**config.mk**
```make
export PLATFORM = sky130hd
export DESIGN_NAME = lsu_store_align
export DESIGN_NICKNAME = d
export VERILOG_FILES = /design/src/source/lsu_op_pkg.sv /design/src/source/lsu_store_align.sv
export VERILOG_INCLUDE_DIRS = /design/src /design/src/source
export SDC_FILE = /design/constraint.sdc
export NUM_CORES = 1
export LEC_CHECK = 0
export ABC_AREA = 1
export BUFFER_PORTS_ARGS = -buffer_cell sky130_fd_sc_hd__buf_4
export CAP_MARGIN = 20
export CELL_PAD_IN_SITES_DETAIL_PLACEMENT = 1
export CELL_PAD_IN_SITES_GLOBAL_PLACEMENT = 1
export CORE_MARGIN = 1.5
export CORE_UTILIZATION = 25
export DETAILED_ROUTE_END_ITERATION = 6
export PLACE_DENSITY_LB_ADDON = 0.3
export SLEW_MARGIN = 10
export SYNTH_ARGS = -nofsm -noshare
export SYNTH_HDL_FRONTEND = slang
export SYNTH_SLANG_ARGS = --single-unit
```
**constraint.sdc**
```tcl
create_clock -name vclk -period 1
set_clock_uncertainty 0.05 [all_clocks]
set_input_delay 0.05 -clock vclk [all_inputs]
set_output_delay 0.05 -clock vclk [all_outputs]
set_load 0.01 [all_outputs]
```
**src/source/lsu_defines.svh**
```systemverilog
// Sizes for the load/store unit; LSU_XLEN is fixed at 64 and LSU_RAM_AW must equal log2(LSU_RAM_WORDS)
`ifndef LSU_DEFINES_SVH
`define LSU_DEFINES_SVH

// Data path width in bits
`define LSU_XLEN 64

// RAM depth in double-words, a power of two
`define LSU_RAM_WORDS 256

// Index width into the RAM
`define LSU_RAM_AW 8

`endif

```
**src/source/lsu_op_pkg.sv**
```systemverilog
// Core-side request and response types; the core must map funct3 onto these op codes
`include "lsu_defines.svh"

package lsu_op_pkg;

  // Access size and signedness; the write flag in the request picks load or store
  typedef enum logic [2:0] {
    OP_B    = 3'b000,
    OP_BU   = 3'b001,
    OP_H    = 3'b010,
    OP_HU   = 3'b011,
    OP_W    = 3'b100,
    OP_WU   = 3'b101,
    OP_D    = 3'b110,
    OP_NONE = 3'b111
  } mem_op_e;

  typedef enum logic [1:0] {
    ERR_NONE     = 2'd0,
    ERR_MISALIGN = 2'd1,
    ERR_RANGE    = 2'd2,
    ERR_BADOP    = 2'd3
  } lsu_err_e;

  typedef struct packed {
    logic [`LSU_XLEN-1:0] addr;
    logic [`LSU_XLEN-1:0] wdata;
    mem_op_e              op;
    logic                 we;
  } lsu_req_t;

  typedef struct packed {
    logic [`LSU_XLEN-1:0] rdata;
    lsu_err_e             err;
  } lsu_rsp_t;

endpackage

```
**src/source/lsu_store_align.sv**
```systemverilog
// Store lane placement and alignment check; the mask is meaningful only when o_misaligned is low
`timescale 1ns/10ps
`include "lsu_defines.svh"

module lsu_store_align (
  input  logic [2:0]              i_addr_lo,
  input  lsu_op_pkg::mem_op_e     i_op,
  input  logic [`LSU_XLEN-1:0]    i_wdata,
  output logic [`LSU_XLEN-1:0]    o_wdata,
  output logic [`LSU_XLEN/8-1:0]  o_wmask,
  output logic                    o_misaligned
);

  import lsu_op_pkg::*;

  logic [`LSU_XLEN/8-1:0] size_mask;
  logic [3:0]             size_bytes;

  // Byte count of the access, zero for the unused code
  always_comb begin
    case (i_op)
      OP_B, OP_BU: begin
        size_mask  = 8'h01;
        size_bytes = 4'd1;
      end
      OP_H, OP_HU: begin
        size_mask  = 8'h03;
        size_bytes = 4'd2;
      end
      OP_W, OP_WU: begin
        size_mask  = 8'h0f;
        size_bytes = 4'd4;
      end
      OP_D: begin
        size_mask  = 8'hff;
        size_bytes = 4'd8;
      end
      default: begin
        size_mask  = 8'h00;
        size_bytes = 4'd0;
      end
    endcase
  end

  assign o_wdata = i_wdata << {i_addr_lo, 3'b000};

  always_comb begin
    o_wmask = size_mask << i_addr_lo;
    case (i_op)
      OP_H, OP_HU: o_misaligned = i_addr_lo[0];
      OP_W, OP_WU: o_misaligned = |i_addr_lo[1:0];
      OP_D:        o_misaligned = |i_addr_lo;
      default:     o_misaligned = 1'b0;
    endcase

    // An aligned access never runs past the top lane, so no mask bit is lost
    if (i_op != OP_NONE && !o_misaligned) begin
      assert ($countones(o_wmask) == int'(size_bytes))
        else $error("store mask 0x%02h does not cover %0d bytes", o_wmask, size_bytes);
    end
  end

endmodule

```
; Word level (Yosys, flattened, before mapping)
; Index checks and enable logic that the tools add are counted.
[classes]
muxes = 2
reduce_logical = 6
shifts = 2
eq_ne = 6
[ops]
columns = operator, count
row1 = 64-bit by 6-bit << shifter with 64-bit output, 1
row2 = 8-bit one-hot mux with 4 select lines, 1
row3 = 3-bit equality test (second input constant), 3
row4 = 2-bit OR reduction, 4
row5 = 8-bit by 3-bit << shifter with 8-bit output, 1
row6 = 3-bit by 2-bit equality test with 1-bit output (second input constant), 2
row7 = 3-bit by 1-bit equality test with 1-bit output (second input constant), 1
row8 = 3-bit zero test, 1
row9 = 1-bit one-hot mux with 3 select lines, 1
row10 = 3-bit OR reduction, 1
[totals]
wordCells = 16
register_bits = 0
inputBits = 70

; Logic depth before layout (Yosys ltp)
[logic_depth]
ltp_word = 4
ltp_mapped = 8

; Least setup slack after synthesis
; OpenSTA, ideal clock, no wires.
[synth_timing]
path_type = input to output
from = in i_addr_lo[1]
to = out o_wdata[0]
arrival_ns = 0.870
path_slack_ns = 0.030
stages = 5
required_ns = 0.900
path_cell_list = buf_2 nor2_1 buf_4 nand2_1 nor2_1
[synth_via]
elab_chain_len = 1
[synth_rtl]
columns = element, line
row1 = from (decl), lsu_store_align.sv:6  ; input logic [2:0] i_addr_lo,
row2 = 64-bit by 6-bit << shifter with 64-bit output, lsu_store_align.sv:45  ; assign o_wdata = i_wdata << {i_addr_lo, 3'b000};
row3 = to (decl), lsu_store_align.sv:9  ; output logic [`LSU_XLEN-1:0] o_wdata,
; No other way between the ends.

; Worst setup path after layout
[layout_timing]
from = in i_addr_lo[0]
to = out o_wdata[21]
; Same word-level chain as after synthesis.

==> results.txt <==
----------------------------------------------------
[Global routing]
  Aggregate global routing overflow ... 0
  Total Routing Usage GR ... 27.55%
  Largest net degree at the start of global routing ... 44
  Vias in the first global route ... around 3800
  Antenna violations before repair ... 0
  First-pass GRT wire length ... a little under 20000 µm

[Route]
  Remaining antenna violation count after routing ... 0
  Total number of vias ... between 4000 and 5000
  Count of TritonRoute iterations in the first routing pass ... 4
  Final wirelength ... roughly 16000 µm
  1st-iter DRT viols ... between 200 and 300
  Avg WL per Cell ... between 20 and 25 µm
  Detailed-route vias per instance ... 5.880
  DR DRC count ... 0

[Finish]
  Post-Layout Cell Count ... about 730
  Share of layout cells above drive strength 1 ... 53.38%
  Clock buffer count ... 0
  Area delta synth->final ... 125.0%
  Core occupancy in the finished layout ... between 50% and 60%
  Final Net Count ... 694
  Flip-flop and latch count ... 0
  Antenna cell count ... 0
  Sequential standard cell area ... 0 µm²

[Run]
  Max-cap violations ... 0

[Timing]
  Transition at the pin with the smallest max-transition slack ... roughly 0.41 ns
  Unrepaired setup endpoints after global routing ... true
  Worst Hold Slack ... 0.4126 ns
  Maximum clock frequency ... ~0.86 GHz
  Total negative setup slack ... -4.381 ns
  Final Hold Violating Endpoints ... 0
  Post-route minimum period ... approximately 1.2 ns
  Final worst slack ... -0.1652 ns
  Final setup vio count ... 58
  Max-slew violations ... 0
  Period utilization ... 116.5%
  Normalized max-slew margin ... 72.79%

[Power]
  Pleak ... 0.002439 µW
  Switching part of the total power ... 53.93%
  Power Total ... around 2600 µW
  Clock share of power ... 0%
  Ratio of total power to cell area ... ~560 mW/mm²
  Internal power ... approximately 1200 µW
  Maximum VDD drop ... approximately 0.21 mV
  Total net switching power ... 1411 µW
  Part of the total power dissipated in combinational logic ... 100.0%
  Relative contribution of sequential cells to total power ... 0%

[Logic synthesis]
  Gate count after technology mapping ... approximately 470
  Synth Area in Compound Gates ... ~14%
  Main combinational cell family by area after synthesis ... simple AND/OR/NAND/NOR gates
  Post-Synthesis Cell Area ... between 0.002 and 0.0025 mm²
  Total number of yosys warnings ... 0
  Count leader, synth ... nand2_1
  Synth Net Count ... around 540
  Cell taking the most area after synthesis ... nand2_1
  Synthesized-area fraction occupied by xor and xnor cells ... 0%
  Most frequent cells after synthesis ... 208 x nand2_1, 115 x nand3_1, 32 x o211ai_1
  Area share of the largest cell type after synthesis ... 37.34%
  Mean cell area of the mapped netlist ... 4.467 µm²
  Cell types with the largest area share after synthesis ... nand2_1 37%, nand3_1 28%, o211ai_1 11%
  Simple-Gate Fraction of Synth Area ... between 70% and 80%
  Register area share after synthesis ... 0%
  Number of library cell types mapped by synthesis ... 17
  Mux cell area share after synthesis ... 0%
  Fraction of the mapped netlist area in adder cells ... 0%

[Place]
  Detailed placer's ending HPWL ... ~8900 µm
  Number of port buffers ... 143
  Last weighted congestion value of the routability-driven placer ... 0.8629
  Count of placed standard cells including taps ... 710

[Floorplanning]
  Starting density of the core ... about 26%
  Floorplan die height ... approximately 94 µm
  Number of placed I/O pins ... ~140
  Horiz. Die Dim ... between 90 and 100 µm
  Total die area ... approximately 0.0089 mm²
  Floorplan core area ... between 0.008 and 0.009 mm²
  # rows ... 33

[Hold path]
  End point of the worst hold path ... o_wdata[2]
  Min-delay worst type ... input port to primary output
  Worst Hold Depth ... 4
  Hold path startpoint ... i_wdata[2]

[Run status]
  Failing checks ... setup timing
  Status ... complete, but fails checks

[Worst setup path]
  Data arrival time of the critical path ... around 1.1 ns
  Maximum net fanout on the critical path ... 6
  Critical Path End Type ... primary output
  Type of the worst setup path ... input port to primary output
  Startpoint type of the worst setup path ... input port
  Required time reported for the critical path endpoint ... 0.90 ns

[Clock tree]
  Cts-stage hold buffer count ... 0

----------------------------------------------------
[per-layer routing]
metal  GRT usage, %  routed length (µm)  vias up
li1               -                   -     1872
met1          38.52                6828     2097
met2          45.08                7961      250
met3          2.979                1126       56
met4          6.219                 510        0
met5              0                   0        -
[cells by family (layout without fill, tap and decap cells)]
logic type      count (synthesis)  after routing
simple gates                  361            361
buf+inv                        63            217
compound gates                 44             44
[critical path: stages]
cell and delay (ns):
buf_16 0.13, clkinv_8 0.08, bufbuf_16 0.27, nand2_2 0.08
nand2_2 0.09, nand2_1 0.08, nor2_1 0.13, buf_4 0.15
[power groups by stage]
| stage | clock network, µW | logic, µW | registers, µW |
|---|---|---|---|
| 2_1_floorplan | 0 | 882 | 0 |
| 3_3_place_gp | 0 | 1810 | 0 |
| 3_5_place_dp | 0 | 1850 | 0 |
| 4_1_cts | 0 | 2140 | 0 |
| 5_1_grt | 0 | 2730 | 0 |
| 6_report | 0 | 2620 | 0 |
[cell type report]
class / instances / area [µm²]
Multi-Input combinational cell: 405 / 2411
Fill cell: 1059 / 3471
Timing Repair Buffer: 193 / 2044
Tap cell: 105 / 131.4
Inverter: 24 / 117.6
[repair_timing]
item / CTS / global route
gates cloned: 10 / 4
gates resized for setup: 78 / 142
pin swaps: 46 / 35
endpoints found under the setup margin: 70 / 71
setup buffers: 0 / 3
[cells in the final DEF, fill, tap and decap left out, types with 4 or more instances in the layout]
cell,count
nand3_1,72
nand2_1,139
inv_1,18
clkbuf_16,4
nand3_2,38
o21ai_2,4
nand2_2,54
nand3_4,5
nand2_4,15
nor2_1,22
buf_12,15
buf_16,10
buf_6,24
nor2_2,5
buf_4,136
a21oi_2,5
o211ai_1,32
[through the flow]
step,setup WS (ns),area (µm²)
global route,-0.1955,4705
floorplan,0.03001,2091
global placement,-0.1652,3523
finish,-0.1652,4705
CTS,-0.06232,4048
detailed placement,-0.1876,3523
[worst max-delay path by stage]
stage / cells past startpoint / startpoint / slack, ns / endpoint
floorplan: 5 / i_addr_lo[1] / 0.03 / o_wdata[0]
global placement: 7 / i_addr_lo[0] / -0.17 / o_wdata[23]
detailed placement: 7 / i_addr_lo[0] / -0.19 / o_wdata[20]
CTS: 10 / i_addr_lo[0] / -0.06 / o_wdata[50]
global route: 9 / i_addr_lo[0] / -0.20 / o_wdata[38]
finish: 8 / i_addr_lo[0] / -0.17 / o_wdata[21]
No activity file was read; power rests on OpenSTA's default activity.
