$ cat src/source/lsu_defines.svh
// Sizes for the load/store unit; LSU_XLEN is fixed at 64 and LSU_RAM_AW must equal log2(LSU_RAM_WORDS)
`ifndef LSU_DEFINES_SVH
`define LSU_DEFINES_SVH

// Data path width in bits
`define LSU_XLEN 64

// RAM depth in double-words, a power of two
`define LSU_RAM_WORDS 256

// Index width into the RAM
`define LSU_RAM_AW 8

`endif

$ cat src/source/lsu_op_pkg.sv
// Core-side request and response types; the core must map funct3 onto these op codes
`include "lsu_defines.svh"

package lsu_op_pkg;

  // Access size and signedness; the write flag in the request picks load or store
  typedef enum logic [2:0] {
    OP_B    = 3'b000,
    OP_BU   = 3'b001,
    OP_H    = 3'b010,
    OP_HU   = 3'b011,
    OP_W    = 3'b100,
    OP_WU   = 3'b101,
    OP_D    = 3'b110,
    OP_NONE = 3'b111
  } mem_op_e;

  typedef enum logic [1:0] {
    ERR_NONE     = 2'd0,
    ERR_MISALIGN = 2'd1,
    ERR_RANGE    = 2'd2,
    ERR_BADOP    = 2'd3
  } lsu_err_e;

  typedef struct packed {
    logic [`LSU_XLEN-1:0] addr;
    logic [`LSU_XLEN-1:0] wdata;
    mem_op_e              op;
    logic                 we;
  } lsu_req_t;

  typedef struct packed {
    logic [`LSU_XLEN-1:0] rdata;
    lsu_err_e             err;
  } lsu_rsp_t;

endpackage

$ cat src/source/lsu_mem_pkg.sv
// Memory-side command and read types for the single-port data RAM; one command per cycle at most
`include "lsu_defines.svh"

package lsu_mem_pkg;

  // One RAM access, write data already placed in its byte lanes
  typedef struct packed {
    logic                   en;
    logic                   we;
    logic [`LSU_RAM_AW-1:0] index;
    logic [`LSU_XLEN/8-1:0] wmask;
    logic [`LSU_XLEN-1:0]   wdata;
  } ram_cmd_t;

  // Raw double-word as stored, not shifted or extended
  typedef logic [`LSU_XLEN-1:0] ram_rdata_t;

endpackage

$ cat src/source/lsu_ctrl.sv
// Handshake FSM for one access in flight; the core must hold i_req stable while valid waits for ready
`timescale 1ns/10ps
`include "lsu_defines.svh"

module lsu_ctrl (
  input  logic                    i_clk,
  input  logic                    i_arst_n,
  input  logic                    i_req_valid,
  output logic                    o_req_ready,
  input  lsu_op_pkg::lsu_req_t    i_req,
  output logic                    o_rsp_valid,
  input  logic                    i_rsp_ready,
  output lsu_op_pkg::lsu_err_e    o_rsp_err,
  output logic                    o_is_load,
  output logic [2:0]              o_addr_lo,
  output lsu_op_pkg::mem_op_e     o_op,
  output logic [`LSU_XLEN-1:0]    o_st_wdata,
  input  logic [`LSU_XLEN-1:0]    i_st_wdata,
  input  logic [`LSU_XLEN/8-1:0]  i_st_wmask,
  input  logic                    i_misaligned,
  output lsu_mem_pkg::ram_cmd_t   o_ram_cmd
);

  import lsu_op_pkg::*;

  typedef enum logic [1:0] {
    S_IDLE,
    S_ISSUE,
    S_RESP
  } state_e;

  state_e   state_q;
  lsu_req_t req_q;
  lsu_err_e err_q;
  lsu_err_e req_err;
  logic     accept;

  assign o_req_ready = (state_q == S_IDLE);
  assign o_rsp_valid = (state_q == S_RESP);
  assign accept      = i_req_valid && o_req_ready;

  // While idle the alignment block sees the live request, so the check is
  // ready at the accepting edge; afterwards it sees the registered copy
  assign o_addr_lo  = (state_q == S_IDLE) ? i_req.addr[2:0] : req_q.addr[2:0];
  assign o_op       = (state_q == S_IDLE) ? i_req.op : req_q.op;
  assign o_st_wdata = (state_q == S_IDLE) ? i_req.wdata : req_q.wdata;

  // Refusal priority is bad op, then misalignment, then range
  always_comb begin
    if (i_req.op == OP_NONE) begin
      req_err = ERR_BADOP;
    end else if (i_misaligned) begin
      req_err = ERR_MISALIGN;
    end else if (|i_req.addr[`LSU_XLEN-1:3+`LSU_RAM_AW]) begin
      req_err = ERR_RANGE;
    end else begin
      req_err = ERR_NONE;
    end
  end

  // --------------------
  // State machine
  // --------------------

  always_ff @(posedge i_clk or negedge i_arst_n) begin
    if (!i_arst_n) begin
      state_q <= S_IDLE;
    end else begin
      case (state_q)
        S_IDLE: begin
          if (accept) begin
            state_q <= (req_err == ERR_NONE) ? S_ISSUE : S_RESP;
          end
        end
        S_ISSUE: state_q <= S_RESP;
        S_RESP: begin
          if (i_rsp_ready) begin
            state_q <= S_IDLE;
          end
        end
        default: state_q <= S_IDLE;
      endcase
    end
  end

  always_ff @(posedge i_clk) begin
    if (accept) begin
      req_q <= i_req;
      err_q <= req_err;
    end
  end

  assign o_rsp_err = err_q;
  assign o_is_load = !req_q.we && (err_q == ERR_NONE);

  // --------------------
  // RAM command
  // --------------------

  always_comb begin
    o_ram_cmd.en    = (state_q == S_ISSUE);
    o_ram_cmd.we    = req_q.we;
    o_ram_cmd.index = req_q.addr[3 +: `LSU_RAM_AW];
    o_ram_cmd.wmask = i_st_wmask;
    o_ram_cmd.wdata = i_st_wdata;
  end

  rsp_hold_a: assert property (@(posedge i_clk) disable iff (!i_arst_n)
    o_rsp_valid && !i_rsp_ready |=> o_rsp_valid && $stable(o_rsp_err));

  ready_xor_valid_a: assert property (@(posedge i_clk) disable iff (!i_arst_n)
    !(o_req_ready && o_rsp_valid));

endmodule

$ cat config.mk
export PLATFORM = sky130hd
export DESIGN_NAME = lsu_ctrl
export DESIGN_NICKNAME = d
export VERILOG_FILES = /design/src/source/lsu_op_pkg.sv /design/src/source/lsu_mem_pkg.sv /design/src/source/lsu_ctrl.sv
export VERILOG_INCLUDE_DIRS = /design/src /design/src/source
export SDC_FILE = /design/constraint.sdc
export NUM_CORES = 1
export LEC_CHECK = 0
export ABC_AREA = 0
export BUFFER_PORTS_ARGS = -buffer_cell sky130_fd_sc_hd__buf_2
export CORE_AREA = 2 2 143 145
export CTS_CLUSTER_DIAMETER = 100
export DETAILED_ROUTE_END_ITERATION = 6
export DIE_AREA = 0 0 145 147
export GPL_TIMING_DRIVEN = 0
export PLACE_DENSITY = 0.53
export SLEW_MARGIN = 30
export SYNTH_ARGS = -nofsm -noshare
export SYNTH_HDL_FRONTEND = slang
export SYNTH_SLANG_ARGS = --single-unit
export TNS_END_PERCENT = 1
$ cat constraint.sdc
create_clock -name i_clk -period 3.9 [get_ports i_clk]
set_input_delay 0.78 -clock i_clk [delete_from_list [all_inputs] [get_ports i_clk]]
set_output_delay 0.78 -clock i_clk [all_outputs]
set_load 0.05 [all_outputs]
[After elaboration in Yosys (flattened, before gate mapping)]
Cells that the tools add are included.
W data, S select, Z words.
Cells by class
  mux-type cells: 10
  reduce and logical (&&, ||, !) cells: 8
  eq/ne operators: 5
Operator list (number)
  $mux W64: 1
  $reduce_or A53 Y1: 1
  $mux W2: 6
  $logic_not A2 Y1: 3
  $mux W3: 2
  $pmux W2 S3: 1
  $ne A2 B1 Y1 const B: 2
  $eq A3 B3 Y1 const B: 1
  $eq A2 B1 Y1 const B: 1
  $eq A2 B2 Y1 const B: 1
  $logic_and A1 B1 Y1: 2
  $reduce_and A2 Y1: 1
  $logic_not A1 Y1: 1
Word-level totals
  register bits: 83

[Longest topological paths before layout]
Gate-level depths: netlist of run 1.
  word-level depth: 8
  depth in mapped cells: 5
  mapped depth without buffers: 5

[Worst setup path before layout of run 1]
OpenSTA, ideal clock, no wires.
  kind: input -> register
  start point: input i_req_valid
  end point: register state_q[0]
  stages: 2
  arrival: 3.084 ns
  setup slack: 0.742 ns
  data required time: 3.826 ns
  path through: and2_1 and3_2
On the way
  cells in the longest elaborated chain, start to end: 3
Ends and longest elaborated chain
  from (decl): RTL line lsu_ctrl.sv:8  | input logic i_req_valid,
  $logic_and A1 B1 Y1: RTL line lsu_ctrl.sv:40  | assign accept = i_req_valid && o_req_ready;
  $ne A2 B1 Y1 (no source line)
  $reduce_and A2 Y1 (no source line)
  to (signal assigned): RTL line lsu_ctrl.sv:72  | state_q <= (req_err == ERR_NONE) ? S_ISSUE : S_RESP;
  to (decl): RTL line lsu_ctrl.sv:32  | state_e state_q;
No other way between the ends.
A chain may end at the register's enable or synchronous reset.

[Final worst setup path of run 1]
  start point: register state_q[1]
  end point: output o_op[1]
On the way
  cells in the longest elaborated chain, start to end: 2
Ends and longest elaborated chain
  $logic_not A2 Y1: RTL line lsu_ctrl.sv:45  | assign o_op = (state_q == S_IDLE) ? i_req.op : req_q.op;
  $mux W3: RTL line lsu_ctrl.sv:45
  to (decl): RTL line lsu_ctrl.sv:16  | output lsu_op_pkg::mem_op_e o_op,
No other way between the ends.

==> impl_metrics.yaml, run 1 <==
outcome:
  status: "finished, final reports clean"
drt:
  ant_nets: 0
  post-route-drc-count: 0
  wirelength_mm: 13.3
  viasPerCell: 3.86
  routed-via-count: 3297
  drt_iter0_drc: 106
  firstDrtPassIters: 4
  wl_per_cell_um: 15.6
sta:
  slew_headroom_pct: 49.4
  fin_crit_ps: 3100
  tightest_slew_ps: 756
  rsz0062_at_grt: "false"
  slew_viol_final: 0
  fmax_mhz: 323
  hold_violations: 0
  whs_ps: 224
  setup_violations: 0
  post-route-period-util_pct: 79.5
  fin_skew_ps: 6.15
die:
  start_util_pct: 20.8
  core_sq_mm: 0.0198
  rows: 52
  die_w_um: 145
  die_area_sq_mm: 0.0213
  fp.dieH_um: 147
  ios: 366
global_route:
  grt_max_degree: 44
  grt_pass1_wl_mm: 18.8
  overflow: 0
  track_usage_pct: 11.7
  grt_pass1_vias: 3289
  antenna_found_initial: 0
power:
  swShare_pct: 35.7
  power_leakage_nw: 2.86
  pwr-share-clk_pct: 31.4
  p_seq_share_pct: 34.6
  pwr-share-comb_pct: 34.0
  p_switching_mw: 1.11
  powerDensity_mw_per_mm2: 494
  internal-power_mw: 2.00
  power_mw: 3.11
  irDropWorstVdd_mv: 0.158
cells_and_area:
  area_growth_pct: 52.8
  post-route-util_pct: 31.7
  drive_gt1_share_pct: 80.5
  diodes: 0
  n_fill_cell: 2047
  postLayoutCellArea_sq_mm: 0.00629
  nNetsFinal: 788
worst_setup_path:
  required_ps: 3120
  cp_max_fo: 10
  arrival_ps: 2320
  cp_slowest_cell: "nor2_1"
  cp_cell_sequence: "nor2_1 > buf_2 > mux2_2 > buf_2"
  r2r-end: "req_q[9]"
  crit_path_frequent_cell: "buf_2"
  rrSetupSlack_ps: 1590
  worst-setup-path-type: "reg -> out"
  end_kind: "output pin"
  slowest_delay_ps: 600
  r2r_start: "state_q[1]"
  start_kind: "register"
  ff2ff_path_depth: 3
synth:
  synth_cells: 274
  synthFlopType: "edfxtp_1"
  synth_top_area_share_pct: 59.1
  avgSynthCellArea_sq_um: 15.0
  synth_edf_count: 81
  ys_ff_latch: 83
  synth.largest_area_cell: "edfxtp_1"
  synthArstFlopShare_pct: 2.41
  ys_warn_count: 0
  synthTopCellsByArea: "edfxtp_1, mux2_2, buf_4, nor4_1, dfrtp_1"
  netlist_area_sq_mm: 0.00412
  yosysSeqAreaShare_pct: 60.3
  synth_fp_nets: 483
  ys_types: 19
clocking:
  root_buffer: "clkbuf_16"
  clock_path_buffers: 2
  postCtsSetupBuffers: 0
  cts_tree: "built"
  numCtsBuffers: 9
  clk_pin_slew_ps: 60
  hold_buffers: 0
  htreeDepth: 3
  clock_latency_ps: 330
  cts.sinks: 83
  cts_resized: 0
placement:
  place.gp.congestion: 0.870
  port-buffer-count: 293
  dpl.hpwl_mm: 11.0
  postPlaceCellArea_sq_mm: 0.00595
run:
  max-cap-violations: 0
hold_path:
  hp-class: "in -> async"
[cell usage in the layout (no fill, tap or decap), types with 2 or more instances in the layout]
cell type / netlist / final
buf_2: 7 / 300
buf_4: 81 / 81
bufinv_16: 0 / 3
clkbuf_16: 0 / 9
clkinv_1: 0 / 2
dfrtp_1: 2 / 2
edfxtp_1: 81 / 81
inv_1: 2 / 2
mux2_2: 70 / 70
nand2_1: 2 / 2
nand4_1: 3 / 3
nor2_1: 2 / 2
nor2b_1: 3 / 3
nor3_1: 2 / 2
nor4_1: 11 / 11
nor4_2: 2 / 2
[worst max-delay path: cells and delay by family (launching register included)]
kind                   cells  cell delay, ps
flip-flops                 1             410
buffers and inverters      2             610
AND/OR/NAND/NOR            1             600
multiplexers               1             370
[logic make-up (layout without fill, tap and decap cells)]
kind of cell / count (synthesis) / after routing / share of synthesized area [%]
compound gates: 3 / 3 / 0.517
buf+inv: 90 / 400 / 15.8
flops: 83 / 83 / 60.3
simple gates: 28 / 28 / 4.25
mux: 70 / 70 / 19.1
[per-layer routing]
metal  wire length (um)  up-vias  track usage (%)
met5                  0        -                0
li1                   -     1546                -
met4                311        0             4.50
met2               7060      192             21.7
met1               4800     1537             12.4
met3               1110       22             3.66
[worst max path at each step]
stage                            from  cells past startpoint    endpoint
final                      state_q[1]                      4     o_op[1]
after global routing       state_q[1]                      4     o_op[2]
after CTS                  state_q[1]                      4     o_op[1]
after detailed placement   state_q[1]                      4     o_op[1]
after global placement     state_q[1]                      3  state_q[0]
after floorplan           i_req_valid                      2  state_q[0]
[area by class of cell]
class | instances | area (sq um) | area share (%)
buffer | 88 | 643 | 10.2
clock buffer | 9 | 225 | 3.58
clock inverter | 7 | 115 | 1.83
inverter | 2 | 7.51 | 0.119
multi-input combinational | 101 | 987 | 15.7
sequential | 83 | 2480 | 39.5
tap | 270 | 338 | 5.37
timing repair buffer | 294 | 1490 | 23.7
[synth_stat cells, types with 2 or more instances]
| library cell | count |
|---|---|
| nor2_1 | 2 |
| nand2_1 | 2 |
| nor2b_1 | 3 |
| nor4_2 | 2 |
| mux2_2 | 70 |
| buf_4 | 81 |
| inv_1 | 2 |
| nand4_1 | 3 |
| edfxtp_1 | 81 |
| dfrtp_1 | 2 |
| nor4_1 | 11 |
| nor3_1 | 2 |
| buf_2 | 7 |
[flip-flops by register name, indices dropped and copies added, names as in the netlist]
| register | flops |
|---|---|
| o_rsp_err | 2 |
| o_ram_cmd | 9 |
| req_q | 70 |
| state_q | 2 |
[power groups by stage]
stage | logic [mW] | clock network [mW] | registers (mW)
final | 1.06 | 0.977 | 1.07
after global routing | 1.11 | 1.04 | 1.08
after CTS | 1.07 | 1.01 | 1.07
after detailed placement | 1.07 | 0 | 1.09
after global placement | 1.06 | 0 | 1.10
after floorplan | 0.796 | 0 | 1.10
[stage by stage]
step,cells,setup WS (ps),TNS (ps)
6_report,854,800,0
3_5_place_dp,838,992,0
4_1_cts,854,612,0
5_1_grt,854,592,0
2_1_floorplan,274,742,0
3_3_place_gp,837,-841,-61530
(Power assumes the default switching activity.)
==> run 2: changes to the inputs <==
- PLACE_DENSITY: 0.53 -> 0.54
- clock period: 3.9 -> 2.8 ns (I/O delays scaled with it)
==> run 2 against run 1 <==
  * Global-route usage is essentially flat
  * Sequential power grew 40%
  * Critical path depth is the same
  * Total power grew 29%
  * Cell area shrank 0.99%
  * Critical path type unchanged
  * Routed wire length shrank 1.7%
==> impl_metrics.yaml, run 2 (synthesized netlist as in run 1, its figures left out) <==
drt:
  wl_per_cell_um: 15.2
  wirelength_mm: 13.1
  post-route-drc-count: 0
  ant_nets: 0
  routed-via-count: 3254
  firstDrtPassIters: 4
  viasPerCell: 3.79
  drt_iter0_drc: 109
worst_setup_path:
  rrSetupSlack_ps: 810
  r2r-end: "req_q[19]"
  worstSetupEndpoint: "o_st_wdata[15]"
  critPathLaunch: "state_q[1]"
  start_kind: "register"
  cp_max_fo: 10
  arrival_ps: 2020
  required_ps: 2240
  r2r_start: "state_q[1]"
  worst-setup-path-type: "reg -> out"
  ff2ff_path_depth: 3
  end_kind: "output pin"
cells_and_area:
  final_common_cell: "buf_2"
  drive_gt1_share_pct: 80.2
  final_cells: 858
  layout_common_cells: "buf_2, buf_4, edfxtp_1"
  area_growth_pct: 51.3
  largest-register: "req_q"
  nNetsFinal: 789
  largest_register_ffs: 70
  post-route-util_pct: 31.4
global_route:
  overflow: 0
  met3_usage_pct: 4.41
  track_usage_pct: 11.7
  grt_pass1_wl_mm: 19.0
  grt_max_degree: 44
  grt_pass1_vias: 3313
  antenna_found_initial: 3
  top_usage_layer: "met2"
  use_met2_pct: 20.0
  grt_use_met1_pct: 13.3
sta:
  slew_viol_final: 0
  fmax_mhz: 387
  tightest_slew_ps: 574
  slew_headroom_pct: 61.7
  post-route-period-util_pct: 92.2
  setup_violations: 0
  rsz0062_at_grt: "false"
  fin_skew_ps: 5.77
  hold_violations: 0
  fin_crit_ps: 2580
placement:
  place.gp.congestion: 0.891
  port-buffer-count: 293
  place_inst: 838
  dpl.hpwl_mm: 10.9
clocking:
  clock_path_buffers: 2
  cts_tree: "built"
  htreeDepth: 3
  clk_pin_slew_ps: 60
  cts.sinks: 83
  numCtsBuffers: 9
  root_buffer: "clkbuf_16"
  clock_latency_ps: 330
  postCtsSetupBuffers: 0
die:
  rows: 52
  die_area_sq_mm: 0.0213
  fp.dieH_um: 147
  ios: 366
  core_sq_mm: 0.0198
  start_util_pct: 20.8
  die_w_um: 145
power:
  power_mw: 4.02
  powerDensity_mw_per_mm2: 645
  power_leakage_nw: 2.82
  irDropWorstVdd_mv: 0.315
run:
  max-cap-violations: 0
hold_path:
  min_from: "i_req[0]"
  hp-class: "in -> reg"
outcome:
  status: "finished, final reports clean"
==> run 2: changes by cell type in the layout (fill, tap and decap cells not counted), sizes merged <==
cell,change
clkinv,+2
bufinv,-3
clkinvlp,+2
inv,-1
dlygate4sd3,+1
diode,+3
==> run 2: report_power, final <==
| group | internal [mW] | total [mW] | switching, mW | leakage [nW] |
|---|---|---|---|---|
| clock | 0.586 | 1.05 | 0.464 | 0.121 |
| sequential | 1.47 | 1.50 | 0.0229 | 0.790 |
| combinational | 0.441 | 1.47 | 1.03 | 1.91 |
==> run 2: area by class of cell <==
type | count | area [sq um]
Sequential cell | 83 | 2480
Clock buffer | 9 | 225
Inverter | 2 | 7.51
Antenna cell | 3 | 7.51
Fill cell | 2051 | 13600
Clock inverter | 7 | 35.0
Tap cell | 270 | 338
Buffer | 88 | 643
Multi-Input combinational cell | 101 | 995
Timing Repair Buffer | 295 | 1500
==> run 2: stage by stage <==
stage | setup WS (ps) | instance area (sq um) | TNS [ps] | hold WS [ps]
after floorplan | 472 | 4120 | 0 | 264
after global placement | -571 | 5920 | -46230 | 349
after detailed placement | 7.34 | 5940 | 0 | 347
after CTS | 148 | 6220 | 0 | 381
after global routing | 78.0 | 6230 | 0 | 382
final | 218 | 6230 | 0 | 400
==> run 2: how the worst min path moves through the flow <==
stage                     slack [ps]            end  cells past startpoint
final                            400  o_ram_cmd[80]                      1
after global routing             380  o_ram_cmd[73]                      1
after CTS                        380  o_ram_cmd[73]                      1
after detailed placement         350     state_q[1]                      1
after global placement           350     state_q[1]                      1
after floorplan                  260     state_q[0]                      0
==> run 2: per-layer routing <==
| metal | part of all wire (%) | wire length (um) |
|---|---|---|
| met1 | 39 | 5040 |
| met2 | 50 | 6590 |
| met3 | 8.2 | 1080 |
| met4 | 2.7 | 349 |
| met5 | 0 | 0 |
==> run 2: worst max-delay path, stage by stage (launching register included) <==
cell and delay (ps):
dfrtp_1 420, nor2_4 320, buf_2 340, mux2_2 380
buf_2 220
==> run 2: timing repair <==
action | CTS | global route
resized for setup | 2 | 0
hold endpoints to repair | 2 | 0
hold buffers | 1 | 0
endpoints found under the setup margin | 70 | 0
