==> config.mk <==
export PLATFORM = sky130hd
export DESIGN_NAME = lsu_load_format
export DESIGN_NICKNAME = d
export VERILOG_FILES = /design/src/source/lsu_op_pkg.sv /design/src/source/lsu_mem_pkg.sv /design/src/source/lsu_load_format.sv
export VERILOG_INCLUDE_DIRS = /design/src /design/src/source
export SDC_FILE = /design/constraint.sdc
export NUM_CORES = 1
export LEC_CHECK = 0
export ABC_AREA = 1
export BUFFER_PORTS_ARGS = -buffer_cell sky130_fd_sc_hd__buf_4
export CORE_MARGIN = 5
export CORE_UTILIZATION = 45
export DETAILED_ROUTE_END_ITERATION = 10
export PLACE_DENSITY_LB_ADDON = 0.12
export SETUP_SLACK_MARGIN = 0.5
export SYNTH_ARGS = -nofsm -noshare
export SYNTH_HDL_FRONTEND = slang
export SYNTH_SLANG_ARGS = --single-unit
==> constraint.sdc <==
create_clock -name vclk -period 1.95
set_clock_uncertainty 0.05 [all_clocks]
set_input_delay 0.195 -clock vclk [all_inputs]
set_output_delay 0.195 -clock vclk [all_outputs]
set_load 0.03 [all_outputs]
==> src/source/lsu_defines.svh <==
// Sizes for the load/store unit; LSU_XLEN is fixed at 64 and LSU_RAM_AW must equal log2(LSU_RAM_WORDS)
`ifndef LSU_DEFINES_SVH
`define LSU_DEFINES_SVH

// Data path width in bits
`define LSU_XLEN 64

// RAM depth in double-words, a power of two
`define LSU_RAM_WORDS 256

// Index width into the RAM
`define LSU_RAM_AW 8

`endif

==> src/source/lsu_op_pkg.sv <==
// Core-side request and response types; the core must map funct3 onto these op codes
`include "lsu_defines.svh"

package lsu_op_pkg;

  // Access size and signedness; the write flag in the request picks load or store
  typedef enum logic [2:0] {
    OP_B    = 3'b000,
    OP_BU   = 3'b001,
    OP_H    = 3'b010,
    OP_HU   = 3'b011,
    OP_W    = 3'b100,
    OP_WU   = 3'b101,
    OP_D    = 3'b110,
    OP_NONE = 3'b111
  } mem_op_e;

  typedef enum logic [1:0] {
    ERR_NONE     = 2'd0,
    ERR_MISALIGN = 2'd1,
    ERR_RANGE    = 2'd2,
    ERR_BADOP    = 2'd3
  } lsu_err_e;

  typedef struct packed {
    logic [`LSU_XLEN-1:0] addr;
    logic [`LSU_XLEN-1:0] wdata;
    mem_op_e              op;
    logic                 we;
  } lsu_req_t;

  typedef struct packed {
    logic [`LSU_XLEN-1:0] rdata;
    lsu_err_e             err;
  } lsu_rsp_t;

endpackage

==> src/source/lsu_mem_pkg.sv <==
// Memory-side command and read types for the single-port data RAM; one command per cycle at most
`include "lsu_defines.svh"

package lsu_mem_pkg;

  // One RAM access, write data already placed in its byte lanes
  typedef struct packed {
    logic                   en;
    logic                   we;
    logic [`LSU_RAM_AW-1:0] index;
    logic [`LSU_XLEN/8-1:0] wmask;
    logic [`LSU_XLEN-1:0]   wdata;
  } ram_cmd_t;

  // Raw double-word as stored, not shifted or extended
  typedef logic [`LSU_XLEN-1:0] ram_rdata_t;

endpackage

==> src/source/lsu_load_format.sv <==
// Load data extraction from one RAM double-word; the address must already be aligned to the size
`timescale 1ns/10ps
`include "lsu_defines.svh"

module lsu_load_format (
  input  logic [2:0]              i_addr_lo,
  input  lsu_op_pkg::mem_op_e     i_op,
  input  lsu_mem_pkg::ram_rdata_t i_rdata,
  output logic [`LSU_XLEN-1:0]    o_data
);

  import lsu_op_pkg::*;

  logic [`LSU_XLEN-1:0] shifted;

  // Addressed byte moves down to lane zero
  assign shifted = i_rdata >> {i_addr_lo, 3'b000};

  always_comb begin
    case (i_op)
      OP_B:    o_data = {{(`LSU_XLEN-8){shifted[7]}}, shifted[7:0]};
      OP_BU:   o_data = {{(`LSU_XLEN-8){1'b0}}, shifted[7:0]};
      OP_H:    o_data = {{(`LSU_XLEN-16){shifted[15]}}, shifted[15:0]};
      OP_HU:   o_data = {{(`LSU_XLEN-16){1'b0}}, shifted[15:0]};
      OP_W:    o_data = {{(`LSU_XLEN-32){shifted[31]}}, shifted[31:0]};
      OP_WU:   o_data = {{(`LSU_XLEN-32){1'b0}}, shifted[31:0]};
      // Full double-word, also for OP_NONE which is gated off upstream
      default: o_data = shifted;
    endcase
  end

endmodule

# Word-level counts from Yosys, hierarchy flattened
# Index checks and enable logic that the tools add are counted.
# W data, S select, Z words.
# classes
eq_ne	5
shift	1
n_mux	1
reduce_logical	1
# op_table
op	n
$pmux W64 S6	1
$shr A64 B6 Y64	1
$eq A3 B2 Y1 const B	2
$eq A3 B3 Y1 const B	2
$eq A3 B1 Y1 const B	1
$logic_not A3 Y1	1
# word_totals
ff_bits	0
input_bits	70
output_inout_bits	64
word_cells	8

# Depth between registers and ports, before layout
# Gate-level depths: netlist of the first run.
# depth
word_depth	2
mapped_depth	11
ltp_nobuf	9

# Worst setup path before layout of the first run
# Ideal clock, no wire load.
# synth_path
kind	input to output
from	in i_addr_lo[1]
to	out o_data[3]
arrival_ns	1.558
required_time_ns	1.705
path_slack_ns	0.147
path_stages	6
path_buffers	3
cell_sequence	buf_6 -> inv_2 -> buf_6 -> clkbuf_1 -> o21ai_0 -> o21ai_0
# synth_between
elab_chain_cells	2
# synth_rtl
element	line_no	text
from (decl)	lsu_load_format.sv:6	input logic [2:0] i_addr_lo,
$shr A64 B6 Y64	lsu_load_format.sv:17	assign shifted = i_rdata >> {i_addr_lo, 3'b000};
$pmux W64 S6	lsu_load_format.sv:20	case (i_op)
to (decl)	lsu_load_format.sv:9	output logic [`LSU_XLEN-1:0] o_data
# Every way passes these cells.

# Worst setup path in the final report of the first run
# layout_path
from	in i_addr_lo[0]
to	out o_data[20]
# The elaborated chain is that of the path after synthesis.

==> results of run 1 <==
==> metal layers <==
metal	routed length [µm]	GRT usage (%)	vias to the layer above
met1	5350	48.9	2160
met4	1860	21.9	2
li1	-	-	1958
met3	2990	8.35	233
met2	7020	61.8	635
met5	50	0	-
==> cell usage in the layout, fill, tap and decap left out, drive strengths merged <==
| cell type | instances |
|---|---|
| a21oi | 10 |
| buf | 186 |
| bufbuf | 1 |
| clkbuf | 3 |
| inv | 24 |
| nand2 | 206 |
| nand3 | 67 |
| nand4 | 35 |
| nor2 | 13 |
| nor3 | 3 |
| o211ai | 22 |
| o21a | 1 |
| o21ai | 58 |
| or2 | 2 |
==> worst paths after layout <==
path	to	startpoint
worst max-delay path	o_data[20]	i_addr_lo[0]
worst min-delay path	o_data[4]	i_addr_lo[2]
==> metrics by stage <==
stage	power, W	setup TNS, ns	cells	hold slack, ns
2_1_floorplan	0.000799	0	487	0.566
3_3_place_gp	0.00125	0	669	0.777
3_5_place_dp	0.00126	0	669	0.770
4_1_cts	0.00148	0	691	0.741
5_1_grt	0.00179	-0.772	701	0.785
6_report	0.00173	-0.415	701	0.775
==> power by group <==
| group | leakage [nW] | total, W | internal (W) | switching [W] |
|---|---|---|---|---|
| Sequential | 0 | 0 | 0 | 0 |
| Clock | 0 | 0 | 0 | 0 |
| Combinational | 2.39 | 0.00173 | 0.000690 | 0.00104 |
==> cell type report <==
type	count	area share, %
Multi-Input combinational cell	417	53.2
Timing Repair inverter	2	0.372
Tap cell	70	1.86
Inverter	22	2.55
Timing Repair Buffer	190	42.0
==> kinds of logic (layout without fill, tap and decap cells) <==
group | count (synthesis) | in the layout | share of synthesized area [%]
AND/OR/NAND/NOR | 326 | 326 | 62.0
buffers and inverters | 70 | 214 | 16.0
AO/OA/AOI/OAI | 91 | 91 | 22.0
==> what timing repair did <==
item,4_1_cts,5_1_grt
cloned,8,4
hold endpoints to repair,0,0
setup buffers,14,6
resized for setup,146,80
setup endpoints to repair,63,63
pin swaps,26,30
==> Flow_metrics.wiki, run 1 <==
{| class="wikitable"
! Metric !! Value
|-
| Run status || finished with violations
|-
| Failing checks || DRC, setup timing
|-
| Fillers || between 150 and 200
|-
| Pin count of the biggest net entering global routing || 47
|-
| Overall fraction of global-route tracks in use || 39.1%
|-
| Vias in the first global route || 4276
|-
| Fin nets || 703
|-
| Leakage Power || 2.39 nW
|-
| Largest cells by area after synthesis || sky130_fd_sc_hd__nand2_1, sky130_fd_sc_hd__nand3_1, sky130_fd_sc_hd__o21ai_0
|-
| Wirelength per Cell || 24.6 µm
|-
| Critical-path cell list || buf_16 > inv_12 > buf_12 > nand2_1 > nand2_1 > a21oi_1 > o21ai_1 > nand2_2 > nand2_8 > buf_6
|-
| Multi-input combinational cell area || 2510 µm²
|-
| Area growth from synthesis to layout || 101%
|-
| Crit path arrival time || 1.89 ns
|-
| Sequential cell area fraction in the yosys report || 0%
|-
| Commonest cells post-synth || sky130_fd_sc_hd__nand2_1, sky130_fd_sc_hd__nand3_1, sky130_fd_sc_hd__o21ai_0
|-
| Total half-perimeter wirelength after legalization and detailed placement || roughly 7900 µm
|-
| Largest stage delay, worst path || 0.28 ns
|-
| Post-route DRC || 95
|-
| Share of Yosys cell area claimed by the top area cell type || roughly 31%
|-
| Instance count on the critical path || 10
|-
| Dpl ws || 0.0397 ns
|-
| Count of different cell masters after synthesis || 24
|-
| Combined flip-flop and latch cell area || 0 µm²
|-
| Slowest cell on the critical path || sky130_fd_sc_hd__o21ai_1
|-
| Number of warnings printed during yosys synthesis || 0
|-
| Element type at the critical path start || primary input
|-
| Number of slew-limit violations in the final report || 0
|-
| Starting DRT DRC Count || 1317
|-
| Cell seen most often among critical-path stages || sky130_fd_sc_hd__nand2_1
|-
| Slew headroom || 67.0%
|-
| Clock buffers || 0
|-
| Max Fanout on Critical Path || 28
|-
| Inserted Diodes || 0
|-
| Crit share post-route || 110%
|-
| Number of buffers inserted for hold repair after clock tree synthesis || 0
|-
| Gate count of the mapped netlist || 487
|-
| Detailed Routing Iterations Pass 1 || 11
|-
| X dimension of the die || 82.2 µm
|-
| Y dimension of the die || 82.2 µm
|-
| Post-synth design cell area || 2350 µm²
|-
| Routed via count || 4988
|-
| Post-route standard cell area excluding fillers || 4710 µm²
|-
| Area of the core || ~5100 µm²
|-
| Worst path required time || between 1.5 and 2 ns
|-
| Max Clock Freq || approximately 0.47 GHz
|-
| Count leader, synth || sky130_fd_sc_hd__nand2_1
|-
| Num sequential || 0
|-
| Rows || 26
|-
| Setup repair after global routing missed its margin || true
|-
| Total placed instance area || 3560 µm²
|-
| Crit path capture type || primary output
|-
| Net Count, Synth || 557
|-
| Buffers added on ports || 134
|-
| Final worst-path setup slack || -0.187 ns
|-
| Total congestion overflow || 0
|-
| Pwr Density || between 300 and 400 nW/µm²
|-
| Routability Congestion || 0.946
|-
| Type of the worst setup path || in -> out
|-
| Mean instance size in the synthesized netlist || 4.82 µm²
|-
| Instance count along the most critical hold path || 3
|-
| Final critical path time including I/O delays and setup || 2.14 ns
|-
| Number of antenna-violating nets in the routed design || 0
|-
| Post-Route Utilization || 92.8%
|-
| Ports || 134
|-
| Antenna violations before repair || 0
|-
| Overall routed net length || 17300 µm
|-
| Starting density of the core || 46.2%
|-
| Max-cap violations || 0
|-
| Total setup violations reported at the end of the flow || 3
|-
| Library cell with the largest summed area after synthesis || sky130_fd_sc_hd__nand2_1
|-
| HP Class || in -> out
|-
| Final number of hold-violating endpoints || 0
|-
| Die outline area || ~6800 µm²
|-
| Global-route wire length before repair || 21000 µm
|-
| Number of buffers and inverters on the critical path || 4
|-
| Worst-case vdd ir drop || ~250 µV
|-
| Fraction of final layout cells with drive strength greater than 1 || a little under half
|-
| Transition time at the pin with the least slew margin || 0.493 ns
|-
| Dominant delay contributor by cell family on the critical path || simple AND/OR/NAND/NOR gates
|-
| Detailed-route vias per instance || 7.12
|}
(Power assumes the default switching activity.)
==> run 2: changes to the inputs <==
- clock period: 1.95 -> 2.7 ns (I/O delays scaled with it)
==> run 2 against run 1 <==
  * The flow now finishes without violations
  * Worst hold slack improved by 0.17 ns
  * Flip-flop and latch count unchanged
  * Utilization decreased by 28 points
  * Final cell count decreased by 6.7%
  * Total power is 51% lower
  * Count of clock-buffer cells in the layout is the same
  * Routed wire length down 45%
  * Design area fell by 30%
  * Critical path depth fell by 3
  * Setup slack improved by 0.82 ns
  * Non-clock buffer count down 45
  * Highest routed layer is now met4
==> Flow_metrics.wiki, run 2 (synthesized netlist as in run 1, its figures left out) <==
{| class="wikitable"
! Metric !! Value
|-
| Run status || finished, final reports clean
|-
| Wirelength per Cell || 14.5 µm (-41%)
|-
| Vias in the first global route || 3136 (-27%)
|-
| Crit path capture type || primary output
|-
| Leakage Power || 1.83 nW (-23%)
|-
| Total setup violations reported at the end of the flow || 0 (-3)
|-
| Starting density of the core || 46.2% (unchanged)
|-
| Antenna violations before repair || 0 (unchanged)
|-
| Area of the core || 5070 µm² (unchanged)
|-
| Pin count of the biggest net entering global routing || 58 (+23%)
|-
| Total half-perimeter wirelength after legalization and detailed placement || 6880 µm (-13%)
|-
| Fillers || 540 (+190%)
|-
| Max Clock Freq || between 0.4 and 0.5 GHz
|-
| Starting DRT DRC Count || 392 (-70%)
|-
| Setup repair bufs after CTS || 0 (-14)
|-
| Max-cap violations || 0 (unchanged)
|-
| Number of buffers inserted for hold repair after clock tree synthesis || 0 (unchanged)
|-
| Ports || 134 (unchanged)
|-
| Inserted Diodes || 0 (unchanged)
|-
| Num sequential || 0 (unchanged)
|-
| Worst path required time || 2.38 ns (+0.68 ns)
|-
| Setup repair after global routing missed its margin || false
|-
| Post-Route Utilization || 65.0% (-28 points)
|-
| Final sum of negative setup slack || 0 ns (+0.415 ns)
|-
| Power after layout || 0.000844 W (-51%)
|-
| Critical-path cell list || buf_4 > inv_2 > nor3_4 > buf_12 > o211ai_1 > nand4_1 > buf_4
|-
| Fin nets || 656 (-6.7%)
|-
| Number of antenna-violating nets in the routed design || 0 (unchanged)
|-
| Transition time at the pin with the least slew margin || 0.525 ns (+0.0324 ns)
|-
| Largest stage delay, worst path || 0.47 ns (+0.19 ns)
|-
| Slew headroom || 65.0% (-2.0 points)
|-
| Element type at the critical path start || primary input
|-
| Type of the worst setup path || in -> out
|-
| Multi-input combinational cell area || 1980 µm² (-21%)
|-
| Count of non-filler cells in the finished layout || 654 (-6.7%)
|-
| Dominant delay contributor by cell family on the critical path || buffers and inverters
|-
| Area growth from synthesis to layout || 40.6%
|-
| Die outline area || 6760 µm² (unchanged)
|-
| Y dimension of the die || 82.2 µm (unchanged)
|-
| Most common cell after layout, fill and taps aside || sky130_fd_sc_hd__nand2_1
|-
| Number of buffers and inverters on the critical path || 4 (unchanged)
|-
| Post-route DRC || 0 (-100%)
|-
| Combined flip-flop and latch cell area || 0 µm² (unchanged)
|-
| Worst-case vdd ir drop || 123 µV (-51%)
|-
| HP Class || in -> out
|-
| Worst hold slack across all endpoints || 0.942 ns (+0.167 ns)
|-
| X dimension of the die || 82.2 µm (unchanged)
|-
| Max Fanout on Critical Path || 22 (-21%)
|-
| Final critical path time including I/O delays and setup || 2.07 ns
|-
| Crit path arrival time || 1.75 ns (-0.14 ns)
|-
| Detailed-route vias per instance || 5.69 (-20%)
|-
| Overall routed net length || 9460 µm (-45%)
|-
| Clock buffers || 0 (unchanged)
|-
| Placed insts || 654 (-2.2%)
|-
| Routability Congestion || 0.906 (-4.2%)
|-
| Routed via count || 3718 (-25%)
|-
| Pwr Density || 256 nW/µm² (-30%)
|-
| Crit share post-route || 76.6%
|-
| Cell seen most often among critical-path stages || sky130_fd_sc_hd__buf_4
|-
| Total congestion overflow || 0 (unchanged)
|-
| Rows || 26 (unchanged)
|-
| Number of slew-limit violations in the final report || 0 (unchanged)
|-
| Highest-count cells in the layout ignoring fill and taps || sky130_fd_sc_hd__nand2_1, sky130_fd_sc_hd__buf_4, sky130_fd_sc_hd__nand3_1, sky130_fd_sc_hd__o21ai_0, sky130_fd_sc_hd__nand4_1
|-
| Slowest cell on the critical path || sky130_fd_sc_hd__nor3_4
|-
| Overall fraction of global-route tracks in use || 26.6% (-12 points)
|-
| Fraction of final layout cells with drive strength greater than 1 || 29.1% (-18 points)
|-
| Final number of hold-violating endpoints || 0 (unchanged)
|-
| Global-route wire length before repair || 14900 µm (-29%)
|-
| Detailed Routing Iterations Pass 1 || 7 (-4)
|-
| Buffers added on ports || 134 (unchanged)
|}
[run 2: layer usage]
metal / vias up / global-route usage [%] / share of wire [%] / wire (µm)
met1: 1623 / 37.2 / 41 / 3890
met5: - / 0 / 0 / 0
met3: 18 / 3.47 / 9.9 / 939
li1: 1856 / - / - / -
met4: 0 / 4.32 / 1.6 / 151
met2: 221 / 43.9 / 47 / 4480
[run 2: final cells by class]
class	instances	area share, %
inverters	22	2.73
multi-input cells	417	60.1
well taps	70	2.65
repair buffers	145	34.5
[run 2: report_power, final]
part / internal (W) / switching [W] / total (W) / leakage, nW
Clock: 0 / 0 / 0 / 0
Combinational: 0.000313 / 0.000531 / 0.000844 / 1.83
Sequential: 0 / 0 / 0 / 0
Total: 0.000313 / 0.000531 / 0.000844 / 1.83
[run 2: path summary, 6_finish.rpt]
kind         from         end  slack, ns  depth (start not counted)
max       i_op[2]  o_data[34]       0.63                          7
min   i_rdata[63]  o_data[63]       0.94                          4
[run 2: worst min-delay path: stages]
cell,delay (ns)
sky130_fd_sc_hd__buf_4,0.10
sky130_fd_sc_hd__nand4_1,0.09
sky130_fd_sc_hd__nand4_1,0.10
sky130_fd_sc_hd__buf_4,0.16
[run 2: per-stage QoR]
stage	instance area (µm²)	setup slack (ns)
finish	3300	0.632
detailed placement	3250	0.386
floorplan	2350	0.747
CTS	3270	0.549
global route	3300	0.509
global placement	3250	0.437
[run 2: timing repair]
item,in CTS,in global routing
gates resized for setup,3,10
endpoints found under the setup margin,19,56
pin swaps,0,1
==> run 3: changes to the inputs <==
- clock period: 2.7 -> 2 ns (I/O delays scaled with it)
==> run 3 against run 2 <==
  * The flow now finishes with violations (setup timing)
  * Design area increased by 33%
  * Routed wire length is 69% higher
  * Non-clock buffer count grew 33
  * First-iteration DRC count grew 140%
  * Global-route usage grew 7.7 points
  * Via count increased by 26%
  * Count of clock-buffer cells in the layout unchanged
  * Combinational power grew 84%
  * Sequential share of layout area stayed put
  * Critical path depth fell by 1
  * Final cell count up 5.4%
==> Flow_metrics.wiki, run 3 (synthesized netlist as in run 1, its figures left out) <==
{| class="wikitable"
! Metric !! Value
|-
| Clock buffers || 0 (unchanged)
|-
| Largest stage delay, worst path || 0.63 ns (+0.16 ns)
|-
| Number of slew-limit violations in the final report || 0 (unchanged)
|-
| Crit path arrival time || 1.90 ns (+0.15 ns)
|-
| Setup repair after global routing missed its margin || true
|-
| Min-delay src || i_op[2]
|-
| Internal Dissipation || 0.000611 W (+95%)
|-
| Combined flip-flop and latch cell area || 0 µm² (unchanged)
|-
| Sw frac || 60.5% (-2.4 points)
|-
| Final number of hold-violating endpoints || 0 (unchanged)
|-
| Vias in the first global route || 3811 (+22%)
|-
| Routability Congestion || 0.909 (+0.25%)
|-
| Number of antenna-violating nets in the routed design || 0 (unchanged)
|-
| Worst path required time || 1.75 ns (-0.63 ns)
|-
| Critical-path cell list || buf_12 > nor3_2 > nand2_8 > buf_16 > nand4_1 > buf_4
|-
| Detailed-route vias per instance || 6.83 (+20%)
|-
| Overall routed net length || 16000 µm (+69%)
|-
| Pin count of the biggest net entering global routing || 40 (-31%)
|-
| Most common cell after layout, fill and taps aside || sky130_fd_sc_hd__nand2_1
|-
| Starting DRT DRC Count || 950 (+140%)
|-
| Failing checks || setup timing
|-
| Final critical path time including I/O delays and setup || ~2.1 ns
|-
| Starting density of the core || 46.2% (unchanged)
|-
| Overall fraction of global-route tracks in use || 34.3% (+7.7 points)
|-
| Area growth from synthesis to layout || 87.0%
|-
| Total congestion overflow || 0 (unchanged)
|-
| Num sequential || 0 (unchanged)
|-
| Total setup violations reported at the end of the flow || 1 (+1)
|-
| Run status || finished with violations
|-
| Leakage Power || 2.28 nW (+24%)
|-
| Fraction of final layout cells with drive strength greater than 1 || 40.2% (+11 points)
|-
| Wirelength per Cell || 23.2 µm (+60%)
|-
| Max Fanout on Critical Path || 20 (-9.1%)
|-
| Antenna violations before repair || 0 (unchanged)
|-
| Die outline area || 6760 µm² (unchanged)
|-
| Fin nets || 691 (+5.3%)
|-
| Type of the worst setup path || in -> out
|-
| Combinational fraction of design power || 100.0% (about the same)
|-
| Ports || 134 (unchanged)
|-
| Dominant delay contributor by cell family on the critical path || simple AND/OR/NAND/NOR gates
|-
| Portion of total power attributed to the clock network || 0% (unchanged)
|-
| Power share of the sequential group || 0% (unchanged)
|-
| Critical path launch point || i_op[2]
|-
| Detailed Routing Iterations Pass 1 || 9 (+2)
|-
| HP Class || in -> out
|-
| Global-route wire length before repair || 18600 µm (+25%)
|-
| Highest-count cells in the layout ignoring fill and taps || sky130_fd_sc_hd__nand2_1, sky130_fd_sc_hd__buf_4, sky130_fd_sc_hd__nand3_1, sky130_fd_sc_hd__buf_6, sky130_fd_sc_hd__nand4_1
|-
| Rows || 26 (unchanged)
|-
| Worst-case vdd ir drop || 200 µV (+62%)
|-
| Crit share post-route || 107%
|-
| Slowest cell on the critical path || sky130_fd_sc_hd__nor3_2
|-
| Power after layout || 0.00155 W (+84%)
|-
| Buffers added on ports || 134 (unchanged)
|-
| Total half-perimeter wirelength after legalization and detailed placement || 7430 µm (+7.9%)
|-
| Crit path capture type || primary output
|-
| Number of buffers inserted for hold repair after clock tree synthesis || 0 (unchanged)
|-
| Post-route DRC || 0 (unchanged)
|-
| Slew headroom || 50.3% (-15 points)
|-
| Worst hold slack across all endpoints || 0.756 ns (-0.186 ns)
|-
| Transition time at the pin with the least slew margin || 0.741 ns (+0.216 ns)
|-
| Y dimension of the die || 82.2 µm (unchanged)
|-
| Max Clock Freq || 0.466 GHz
|-
| Element type at the critical path start || primary input
|-
| Post-Route Utilization || 86.4% (+21 points)
|-
| Routed via count || 4703 (+26%)
|-
| Inserted Diodes || 0 (unchanged)
|-
| X dimension of the die || 82.2 µm (unchanged)
|-
| Final worst-path setup slack || -0.146 ns (-0.778 ns)
|-
| Power spent charging and discharging nets || 0.000937 W (+77%)
|-
| Number of buffers and inverters on the critical path || 3 (-1)
|-
| Max-cap violations || 0 (unchanged)
|-
| Pwr Density || 353 nW/µm² (+38%)
|-
| Area of the core || 5070 µm² (unchanged)
|}
run 3: per-layer routing:
metal  global-route usage [%]  wire length [µm]  vias to the layer above
met5                        0                34                        -
met4                     15.6              1560                        2
met3                     5.75              2570                      202
met2                     55.9              6630                      533
met1                     43.8              5150                     2026
li1                         -                 -                     1940
run 3: power groups by stage:
stage,clock network [W],registers (W),logic (W)
2_1_floorplan,0,0,0.000752
3_3_place_gp,0,0,0.00117
3_5_place_dp,0,0,0.00118
4_1_cts,0,0,0.00134
5_1_grt,0,0,0.00160
6_report,0,0,0.00155
run 3: stage by stage:
stage	std cells	setup slack, ns	TNS, ns	instance area, µm²
floorplan	487	0.423	0	2450
global placement	663	0.200	0	3460
detailed placement	663	0.151	0	3460
CTS	679	0.421	0	4020
global route	689	-0.0623	-0.0623	4390
finish	689	-0.146	-0.146	4390
run 3: cell type report:
type                            instances  area [µm²]
Fill cell                             301         688
Inverter                               22         126
Multi-Input combinational cell        417        2280
Tap cell                               70        87.6
Timing Repair Buffer                  178        1870
Timing Repair inverter                  2        17.5
run 3: tightest hold or removal path, cell delays in order:
cell and delay [ns]:
sky130_fd_sc_hd__buf_12 0.13, sky130_fd_sc_hd__nand2_2 0.09, sky130_fd_sc_hd__nand2_4 0.05, sky130_fd_sc_hd__buf_6 0.13
run 3: what timing repair did:
action | 4_1_cts | 5_1_grt
pin swaps | 9 | 17
gates resized for setup | 103 | 57
gates cloned | 7 | 5
endpoints found under the setup margin | 63 | 61
buffers inserted | 9 | 5
run 3: final timing paths:
| kind | endpoint | depth (start not counted) |
|---|---|---|
| worst max-delay path | o_data[39] | 6 |
| worst min-delay path | o_data[25] | 4 |
